### src/rtl/uncorePkg.sv
// Uncore package with the bus widths, the address map and the AHB-Lite transfer codes
`default_nettype none

package uncorePkg;

	////////////////////////////////////////////////////////////////////////////
	// Bus widths
	////////////////////////////////////////////////////////////////////////////

	// Data bus width, and every transfer moves one whole doubleword
	localparam int Xlen = 64;

	// Byte address width of the manager port
	localparam int AddrWidth = 32;

	////////////////////////////////////////////////////////////////////////////
	// Address map
	////////////////////////////////////////////////////////////////////////////

	// Data TIM window, 64 KiB starting at the top half of the address space
	localparam logic [AddrWidth-1:0] TimBase = 32'h8000_0000;
	localparam int TimRange = 65536;

	// TIM depth in doublewords
	localparam int TimWords = TimRange / (Xlen / 8);

	// Boot ROM window, sixteen doublewords just above the first page
	localparam logic [AddrWidth-1:0] BootRomBase = 32'h0000_1000;
	localparam int BootRomWords = 16;

	////////////////////////////////////////////////////////////////////////////
	// AHB-Lite codes
	////////////////////////////////////////////////////////////////////////////

	// HTRANS encodings, only NONSEQ and SEQ start a real transfer
	localparam logic [1:0] HtransIdle   = 2'b00;
	localparam logic [1:0] HtransBusy   = 2'b01;
	localparam logic [1:0] HtransNonseq = 2'b10;
	localparam logic [1:0] HtransSeq    = 2'b11;

	// HRESP encodings
	localparam logic HrespOkay  = 1'b0;
	localparam logic HrespError = 1'b1;

endpackage

`default_nettype wire

### src/rtl/ahbDecoder.sv
// AHB-Lite address decoder that selects a subordinate and steers its data-phase response back
`default_nettype none

module ahbDecoder import uncorePkg::*; (
	input  logic                 HCLK,
	input  logic                 HRESETn,
	input  logic [AddrWidth-1:0] HADDR,
	input  logic                 HREADY,
	input  logic [Xlen-1:0]      HREADTim,
	input  logic                 HREADYTim,
	input  logic                 HRESPTim,
	input  logic [Xlen-1:0]      HREADBootRom,
	input  logic                 HREADYBootRom,
	input  logic                 HRESPBootRom,
	input  logic                 HREADYNone,
	input  logic                 HRESPNone,
	output logic                 HSELTim,
	output logic                 HSELBootRom,
	output logic                 HSELNone,
	output logic [Xlen-1:0]      HRDATA,
	output logic                 HREADYOut,
	output logic                 HRESP
);

	// One-hot owner of the current data phase in the order Tim, BootRom, None
	logic [2:0] dataOwner;

	// Address phase decode where anything outside both windows goes to the error responder
	assign HSELTim     = (HADDR >= TimBase) && (HADDR < TimBase + AddrWidth'(TimRange));
	assign HSELBootRom = (HADDR >= BootRomBase)
		&& (HADDR < BootRomBase + AddrWidth'(BootRomWords * (Xlen / 8)));
	assign HSELNone    = !(HSELTim || HSELBootRom);

	// The address phase turns into a data phase only on an edge where HREADY is high
	// Idle cycles move the owner too, so their one-cycle OKAY comes from the right place
	always_ff @(posedge HCLK or negedge HRESETn) begin
		if (!HRESETn) begin
			// The error responder owns the bus after reset and is ready and OKAY like the others
			dataOwner <= 3'b001;
		end else if (HREADY) begin
			dataOwner <= {HSELTim, HSELBootRom, HSELNone};
		end
	end

	// Response multiplexer for the data phase
	always_comb begin
		case (dataOwner)
			3'b100: begin
				HRDATA    = HREADTim;
				HREADYOut = HREADYTim;
				HRESP     = HRESPTim;
			end
			3'b010: begin
				HRDATA    = HREADBootRom;
				HREADYOut = HREADYBootRom;
				HRESP     = HRESPBootRom;
			end
			default: begin
				// The error responder has no read data
				HRDATA    = '0;
				HREADYOut = HREADYNone;
				HRESP     = HRESPNone;
			end
		endcase
	end

	// Exactly one subordinate is addressed as long as the two windows do not overlap
	assert property (@(posedge HCLK) disable iff (!HRESETn)
		$onehot({HSELTim, HSELBootRom, HSELNone}))
		else $error("Decoder selects are not one-hot");

endmodule

`default_nettype wire

### config.mk
export PLATFORM = sky130hd
export DESIGN_NAME = ahbDecoder
export DESIGN_NICKNAME = d
export VERILOG_FILES = /design/src/rtl/uncorePkg.sv /design/src/rtl/ahbDecoder.sv
export SDC_FILE = /design/constraint.sdc
export NUM_CORES = 1
export LEC_CHECK = 0
export BUFFER_PORTS_ARGS = -buffer_cell sky130_fd_sc_hd__buf_2
export CAP_MARGIN = 30
export CELL_PAD_IN_SITES_DETAIL_PLACEMENT = 1
export CELL_PAD_IN_SITES_GLOBAL_PLACEMENT = 2
export CORE_ASPECT_RATIO = 1.25
export CORE_UTILIZATION = 10
export CTS_BUF_LIST = sky130_fd_sc_hd__clkbuf_4
export CTS_CLUSTER_DIAMETER = 60
export DETAILED_ROUTE_END_ITERATION = 10
export PLACE_DENSITY_LB_ADDON = 0.1
export SYNTH_ARGS = -nofsm -noshare
export SYNTH_HDL_FRONTEND = slang
export SYNTH_SLANG_ARGS = --single-unit
### constraint.sdc
create_clock -name HCLK -period 1.76 [get_ports HCLK]
set_clock_uncertainty 0.05 [all_clocks]
set_input_delay 0.352 -clock HCLK [delete_from_list [all_inputs] [get_ports HCLK]]
set_output_delay 0.352 -clock HCLK [all_outputs]
set_load 0.05 [all_outputs]
==> flow_summary.ini, run 1 <==
[finish]
area_delta_synth_final_pct = 302
post-route-cell-area_um2 = 3490
num_antenna_cells = 0
largest_register_ffs = 3
nets = 521
largest_register = dataOwner
num-fill-cells = 959
reg_top3 = dataOwner x3
drive_gt1_frac = 0.949

[yosys]
syn_inst = 104
yosysWarnings = 0
yosysMostFrequentCell = a22o_1
synth_seq_cells = 3
synth_commonest_cells = 64 x a22o_1, 8 x clkbuf_1, 5 x nor4_1
ys_seq_area_frac = 0.0879
synth-simple-area-share = 0.122
synthTopCellsByArea = a22o_1 65%, dfrtp_1 5.8%, nor4_1 3.6%, clkbuf_1 3.5%, dfstp_2 3.0%
synth_xor_xnor_area_share = 0
synth-adder-area-share = 0
synth-compound-area-share = 0.677
synth_top_area_cell = a22o_1
synth-async-reset-ratio = 1.00
synthMuxAreaShare = 0.0259
synth_cell_types = 18
syn_avg_cell_area_um2 = 8.35
post-synth-top-area-fraction = 0.646
syn_nets = 273
synth_area_um2 = 868
ys.flop_type = dfrtp_1
synth_top_family_by_area = compound AO/OA/AOI/OAI gates
synth_edf_count = 0

[pwr]
power.switching_uw = 134
seq_power_share = 0.168
switching_share = 0.301
p_comb_frac = 0.530
leakage_nw = 1.88
cellPowerDensity_nw_per_um2 = 128
pwr-share-clk = 0.302
p_int_uw = 313
peakVddDrop_uv = 151

[grt]
grt-ovfl-total = 0
grt_usage = 0.142
antenna_found_initial = 0
grt_pass1_vias = 2097
grt_pass1_wl_um = 10300
grt_max_degree = 30

[worst_setup_path]
reg2reg_setup_slack_ns = 0.91
setup.worst_path.start_class = flip-flop
cp_slowest_cell = dfstp_2
crit_arrival_ns = 1.61
cp.buffers_inverters = 3
cp-end-kind = primary output
cp_cell_sequence = nor3b_4 -> buf_12 -> buf_4 -> a22o_2 -> buf_8
crit_type = flip-flop to primary output
r2r_start = dataOwner[0]
reg2reg_depth = 2
cp_data_required_time_ns = 1.36
rr_endpoint = dataOwner[0]
cp_max_fo = 13
critPathMaxStageDelay_ns = 0.58
path_delay_family = flip-flops

[cts]
clk_latency_ns = 0.23
cts_tree = done
cts.clk_slew.worst_paths_ns = 0.04
numCtsBuffers = 3
cts_sinks = 3
root_buffer = clkbuf_4
cts_buffer_depth = 2
htreeDepth = 1

[route]
vias = 2006
via_per_inst = 4.48
drt_iter0_markers = 52
routed_wl_um = 7300
firstDrtPassIters = 3
drtAntennaViolNets = 0
drcViolationCount = 0
routedWlPerCell_um = 16.3

[placement]
io_buffers = 230
dp_hpwl_um = 5510
dpl_cell_area_um2 = 2380
gp_congestion = 0.677

[floorplanning]
rows = 37
start_util = 0.104
pin_count = 238
dieArea_um2 = 9060
dieHeight_um = 106
die_w_um = 85.3
core_um2 = 8330

[timing]
tns_ns = -14.51
max_freq_mhz = 496
drv_slew = 0
worst_hold_slack_ns = 0.337
rsz0062_at_grt = true
relSlewSlack = 0.838
finalSetupViolations = 66
worst_slack_ns = -0.257
hold_viol = 0
fin_crit_ns = 2.02
period_share = 1.15
tightest_slew_ns = 0.243

[worst_hold_path]
hp-start = HREADY
hold_end = dataOwner[0]
hp-class = input pin to flip-flop
worstHoldPathCells = 3

[job]
max_cap_violations = 0

[run_status]
status = finished with violations
violations = negative setup slack
## worst max-delay path by stage
stage                 startpoint  cells after the start          end
finish              dataOwner[0]                      5   HRDATA[41]
CTS                 dataOwner[2]                      5    HREADYOut
global route        dataOwner[2]                      5        HRESP
global placement       HADDR[22]                      5      HSELTim
detailed placement     HADDR[22]                      5  HSELBootRom
floorplan              HADDR[18]                      4     HSELNone
## metrics by stage
stage / utilization / power (mW) / std cells / setup slack [ns]
3_3_place_gp: 0.286 / 0.278 / 432 / -0.151
4_1_cts: 0.383 / 0.444 / 445 / -0.302
6_report: 0.419 / 0.447 / 448 / -0.257
3_5_place_dp: 0.286 / 0.282 / 432 / -0.149
2_1_floorplan: - / 0.0966 / 104 / -0.0819
5_1_grt: 0.419 / 0.479 / 448 / -0.324
## cells by family after synthesis
group	after synthesis
buf+inv	16
flops	3
mux	2
compound gates	67
simple gates	16
## worst min-delay path, stage by stage
cell     delay, ns
buf_2         0.12
inv_1         0.07
o31ai_1       0.07
## cell usage in the layout (no fill, tap or decap), drive strengths merged, types with 2 or more instances in the layout
cell type and instances:
a22o 64, nor2 3, buf 255, dfrtp 2, nor4 5, a221o 2, clkbuf 5, mux2 2
inv 2, nor3b 4
## area by class of cell
type,count,area [um^2],share of cell area
repair buffers,257,2110,0.605
inverters,2,7.51,0.00215
clock buffers,4,30.0,0.00861
well taps,97,121,0.0348
flip-flops and latches,3,76.3,0.0219
multi-input cells,85,1140,0.328
## power by group through the flow
stage / logic (mW) / registers [mW] / clock network (mW)
after floorplan: 0.0221 / 0.0744 / 0
after global placement: 0.202 / 0.0761 / 0
after detailed placement: 0.206 / 0.0761 / 0
after CTS: 0.226 / 0.0752 / 0.143
after global routing: 0.256 / 0.0754 / 0.147
final: 0.237 / 0.0751 / 0.135
## routing by layer
metal | share of wire | wire length, um | GRT usage
met5 | 0 | 0 | 0
met4 | 0.0045 | 33 | 0.0250
met3 | 0.10 | 748 | 0.0334
met2 | 0.56 | 4060 | 0.296
met1 | 0.34 | 2460 | 0.140
## timing repair
| action | in CTS | in global routing |
|---|---|---|
| hold buffers | 1 | 0 |
| gates cloned | 3 | 2 |
| hold endpoints to repair | 2 | 0 |
| resized for setup | 178 | 46 |
| pin swaps | 14 | 20 |
| buffers inserted | 5 | 1 |
| endpoints found under the setup margin | 69 | 69 |
Power figures use the tool's default switching activity.
==> run 2, diff against run 1 <==
==> constraint.sdc (replaced) <==
create_clock -name HCLK -period 1.7 [get_ports HCLK]
set_clock_uncertainty 0.05 [all_clocks]
set_input_delay 0.34 -clock HCLK [delete_from_list [all_inputs] [get_ports HCLK]]
set_output_delay 0.34 -clock HCLK [all_outputs]
set_load 0.005 [all_outputs]
==> flow_summary.ini, run 2 (synthesized netlist as in run 1, its figures left out) <==
[worst_hold_path]
hp-class = input pin to flip-flop
hold_end = dataOwner[0]
hp-start = HREADY
worstHoldPathCells = 3

[grt]
grt_pass1_wl_um = 9200
grt_max_degree = 31
grt-ovfl-total = 0
grt_usage = 0.128
antenna_found_initial = 0
grt_pass1_vias = 1998

[cts]
cts_buffer_depth = 2
clk_latency_ns = 0.24
root_buffer = clkbuf_4
numCtsBuffers = 3
htreeDepth = 1
cts_tree = done
cts_sinks = 3
cts.clk_slew.worst_paths_ns = 0.04

[finish]
nets = 514
final_cells = 441
largest_register = dataOwner
final_core_util = 0.290
layout_commonest_cell = buf_2
num_antenna_cells = 0
reg_top3 = dataOwner x3
largest_register_ffs = 3
area_delta_synth_final_pct = 178
post-route-cell-area_um2 = 2410
final_cell_mix = 229 x buf_2, 64 x a22o_1, 10 x buf_4
drive_gt1_frac = 0.770

[route]
drcViolationCount = 0
routed_wl_um = 6310
drt_iter0_markers = 39
drtAntennaViolNets = 0
routedWlPerCell_um = 14.3
vias = 1931
firstDrtPassIters = 4
via_per_inst = 4.38

[pwr]
cellPowerDensity_nw_per_um2 = 180
peakVddDrop_uv = 82.9
power_uw = 434
leakage_nw = 1.46

[placement]
placedCellCount = 426
io_buffers = 230
dpl_cell_area_um2 = 2200
dp_hpwl_um = 5320
gp_congestion = 0.720

[worst_setup_path]
cp_cell_sequence = nor3b_4 -> buf_12 -> nor3b_1 -> a221o_1 -> buf_2
reg2reg_setup_slack_ns = 0.85
critPathMaxStageDelay_ns = 0.40
r2r_start = dataOwner[0]
crit_arrival_ns = 1.56
rr_endpoint = dataOwner[0]
reg2reg_depth = 2
cp_max_fo = 8
cp_slowest_cell = dfrtp_1
crit_type = flip-flop to primary output
setup.worst_path.start_class = flip-flop
cp-end-kind = primary output
cp_data_required_time_ns = 1.31

[timing]
tns_ns = -13.66
hold_viol = 0
rsz0062_at_grt = true
tightest_slew_ns = 0.291
period_share = 1.15
worst_slack_ns = -0.252
max_freq_mhz = 512
finalSetupViolations = 66
fin_crit_ns = 1.95
drv_slew = 0
relSlewSlack = 0.806

[floorplanning]
start_util = 0.104
die_w_um = 85.3
rows = 37
pin_count = 238
dieHeight_um = 106
dieArea_um2 = 9060
core_um2 = 8330

[run_status]
violations = negative setup slack
status = finished with violations

[job]
max_cap_violations = 0
==> run 2: cell count changes in the layout (fill, tap and decap cells not counted), sizes merged <==
cell and change:
buf -6, clkbuf -1
==> run 2: repair_timing <==
| action | 4_1_cts | 5_1_grt |
|---|---|---|
| buffers inserted | 8 | 2 |
| endpoints found under the hold margin | 2 | 0 |
| pin swaps | 0 | 6 |
| cloned | 1 | 0 |
| hold buffers | 1 | 0 |
| endpoints found under the setup margin | 66 | 69 |
| gates resized for setup | 5 | 11 |
==> run 2: worst max-delay path: cells and delay by family (launching register included) <==
kind	cells	cell delay [ns]
AO/OA/AOI/OAI	1	0.25
AND/OR/NAND/NOR	2	0.38
flip-flops	1	0.40
buffers and inverters	2	0.30
==> run 2: per-stage QoR <==
step	hold slack, ns	setup slack, ns
after floorplan	-0.00559	0.149
after global placement	0.0892	-0.0407
after detailed placement	0.0884	-0.0609
after CTS	0.318	-0.271
after global routing	0.334	-0.344
final	0.320	-0.252
==> run 2: cell type report <==
type                    count  area, um^2
multi-input cells          85         779
well taps                  97         121
flip-flops and latches      3        76.3
clock buffers               4        30.0
repair buffers            250        1400
fillers                  1072        5920
inverters                   2        7.51
==> run 2: worst max-delay path by stage <==
stage                 startpoint         end  slack (ns)
floorplan           dataOwner[0]   HREADYOut        0.15
global placement    dataOwner[1]       HRESP       -0.04
detailed placement  dataOwner[1]  HRDATA[51]       -0.06
CTS                 dataOwner[1]  HRDATA[37]       -0.27
global route        dataOwner[2]       HRESP       -0.34
finish              dataOwner[2]   HREADYOut       -0.25
==> run 2: metal layers <==
| layer | routed length [um] | track usage | vias to the layer above | share of wire |
|---|---|---|---|---|
| met4 | 36 | 0.0286 | 0 | 0.0057 |
| met2 | 3600 | 0.273 | 124 | 0.57 |
| met5 | 0 | 0 | - | 0 |
| met1 | 2030 | 0.118 | 868 | 0.32 |
| met3 | 642 | 0.0287 | 4 | 0.10 |
| li1 | - | - | 935 | - |
==> run 2: power breakdown <==
part | total [mW] | switching, mW | internal (mW)
clock network | 0.145 | 0.0405 | 0.104
logic | 0.212 | 0.0674 | 0.144
registers | 0.0779 | 0.00307 | 0.0748
total | 0.434 | 0.111 | 0.323
==> run 3, diff against run 2 <==
ABC_AREA = 1   (was unset)
PLACE_DENSITY_LB_ADDON = 0.05   (was 0.1)
==> flow_summary.ini, run 3 <==
[run_status]
status = finished with violations
violations = negative setup slack

[placement]
dp_hpwl_um = 7020
io_buffers = 230
gp_congestion = 0.672
placedCellCount = 676
dp_slack_ns = 0.0676

[cts]
clk_latency_ns = 0.23
htreeDepth = 1
cts_sinks = 3
cts_tree = done
root_buffer = clkbuf_4
numCtsBuffers = 3
cts.clk_slew.worst_paths_ns = 0.03
cts_buffer_depth = 2

[timing]
fin_crit_ns = 1.85
worst_slack_ns = -0.151
rsz0062_at_grt = true
tightest_slew_ns = 0.257
period_share = 1.09
finalSetupViolations = 66
max_freq_mhz = 540
relSlewSlack = 0.829
hold_viol = 0
drv_slew = 0

[yosys]
yosysWarnings = 0
synthTopCellsByArea = nand3_1 24%, inv_1 21%, o21ai_0 13%, o21ai_2 12%, nand2_1 4.4%
synth_commonest_cells = 82 x inv_1, 71 x nand3_1, 38 x o21ai_0
synth-compound-area-share = 0.289
yosysMostFrequentCell = inv_1
syn_avg_cell_area_um2 = 5.19
synthMuxAreaShare = 0
synth_area_um2 = 1450
synth_top_area_cell = nand3_1
synth_edf_count = 0
synth-async-reset-ratio = 1.00
synth-adder-area-share = 0
syn_nets = 449
post-synth-top-area-fraction = 0.244
synth_cell_types = 18
ys.flop_type = dfrtp_1
synth_xor_xnor_area_share = 0
synth-simple-area-share = 0.343
synth_top_family_by_area = simple AND/OR/NAND/NOR gates
ys_seq_area_frac = 0.0525
synth_seq_cells = 3
syn_inst = 280

[finish]
largest_register_ffs = 3
num-fill-cells = 1844
reg_top3 = dataOwner x3
num_antenna_cells = 0
nets = 685
drive_gt1_frac = 0.555
final_cells = 690
final_cell_mix = 230 x buf_2, 82 x inv_1, 68 x nand3_1, 35 x o21ai_1, 21 x o21ai_2
area_delta_synth_final_pct = 112
layout_commonest_cell = buf_2
largest_register = dataOwner

[floorplanning]
dieHeight_um = 137
core_um2 = 14000
rows = 48
dieArea_um2 = 15000
die_w_um = 110
start_util = 0.104
pin_count = 238

[grt]
antenna_found_initial = 0
grt_pass1_vias = 2809
met1_usage = 0.102
grt_pass1_wl_um = 13100
use_met3 = 0.0252
grt_use_met2 = 0.242
busiest_layer = met2
grt-ovfl-total = 0
grt_max_degree = 48
grt_usage = 0.111

[worst_setup_path]
crit_start = dataOwner[0]
cp_max_fo = 5
critPathMaxStageDelay_ns = 0.55
path_delay_family = flip-flops
crit_arrival_ns = 1.46
r2r_start = dataOwner[2]
cp_cell_sequence = nand3b_4 -> buf_12 -> buf_6 -> nand3_2 -> o211ai_1 -> buf_2
reg2reg_depth = 3
cp_slowest_cell = dfstp_2
crit_type = flip-flop to primary output
cp-end-kind = primary output
setup.worst_path.start_class = flip-flop
rr_endpoint = dataOwner[2]
cp_data_required_time_ns = 1.31
reg2reg_setup_slack_ns = 0.69
cp.buffers_inverters = 3

[pwr]
peakVddDrop_uv = 98.1
cellPowerDensity_nw_per_um2 = 179
leakage_nw = 1.94

[worst_hold_path]
hold_end = dataOwner[0]
worstHoldPathCells = 3
hp-class = input pin to flip-flop
hp-start = HREADY

[route]
drt_iter0_markers = 48
routed_wl_um = 8680
drtAntennaViolNets = 0
vias = 2676
firstDrtPassIters = 4
drcViolationCount = 0
routedWlPerCell_um = 12.6
via_per_inst = 3.88

[job]
max_cap_violations = 0
-- run 3: per-layer routing --
metal | vias to the layer above | routed length, um
met5 | - | 0
met4 | 0 | 17
met3 | 2 | 912
met2 | 132 | 4840
met1 | 1193 | 2920
li1 | 1349 | -
-- run 3: worst max-delay path by stage --
stage | end | slack [ns] | depth (start not counted)
after floorplan | HRDATA[14] | 0.29 | 5
after global placement | HRDATA[60] | 0.08 | 4
after detailed placement | HRDATA[60] | 0.07 | 4
after CTS | HRESP | -0.16 | 6
after global routing | HREADYOut | -0.23 | 6
final | HRESP | -0.15 | 6
-- run 3: stage by stage --
stage	cell area [um^2]	utilization	total power [mW]	hold WS, ns	setup TNS [ns]
2_1_floorplan	1450	-	0.169	-0.00559	0
3_3_place_gp	2890	0.207	0.402	0.0851	0
3_5_place_dp	2890	0.207	0.409	0.0867	0
4_1_cts	3080	0.220	0.566	0.292	-8.28
5_1_grt	3090	0.221	0.606	0.310	-11.71
6_report	3090	0.221	0.553	0.296	-6.68
-- run 3: final cells by class --
cell class | count | area [um^2] | share of cell area
clock buffers | 4 | 30.0 | 0.00972
inverters | 83 | 312 | 0.101
multi-input cells | 172 | 942 | 0.305
flip-flops and latches | 3 | 78.8 | 0.0255
well taps | 175 | 219 | 0.0709
repair buffers | 253 | 1510 | 0.488
-- run 3: worst reg2reg max path, stage by stage (launching register included) --
cell,delay [ns]
dfrtp_2,0.42
buf_4,0.23
nand2_1,0.09
o21ai_0,0.09
-- run 3: logic make-up (layout without fill, tap and decap cells) --
group,Yosys count,after routing
AOI/OAI and AO/OA,68,68
DFF,3,3
and+or+nand+nor,104,104
buffers and inverters,105,340
-- run 3: what timing repair did --
action                     in CTS  in global routing
buffers inserted                7                  0
setup endpoints to repair      66                 66
gates resized for setup        22                 17
cloned                          2                  0
hold endpoints to repair        2                  0
hold buffers                    1                  0
-- run 3: power breakdown --
group	internal [mW]	total [mW]	leakage [nW]	switching [mW]
logic	0.200	0.335	1.89	0.135
clock network	0.104	0.141	0.0184	0.0370
registers	0.0748	0.0768	0.0351	0.00202
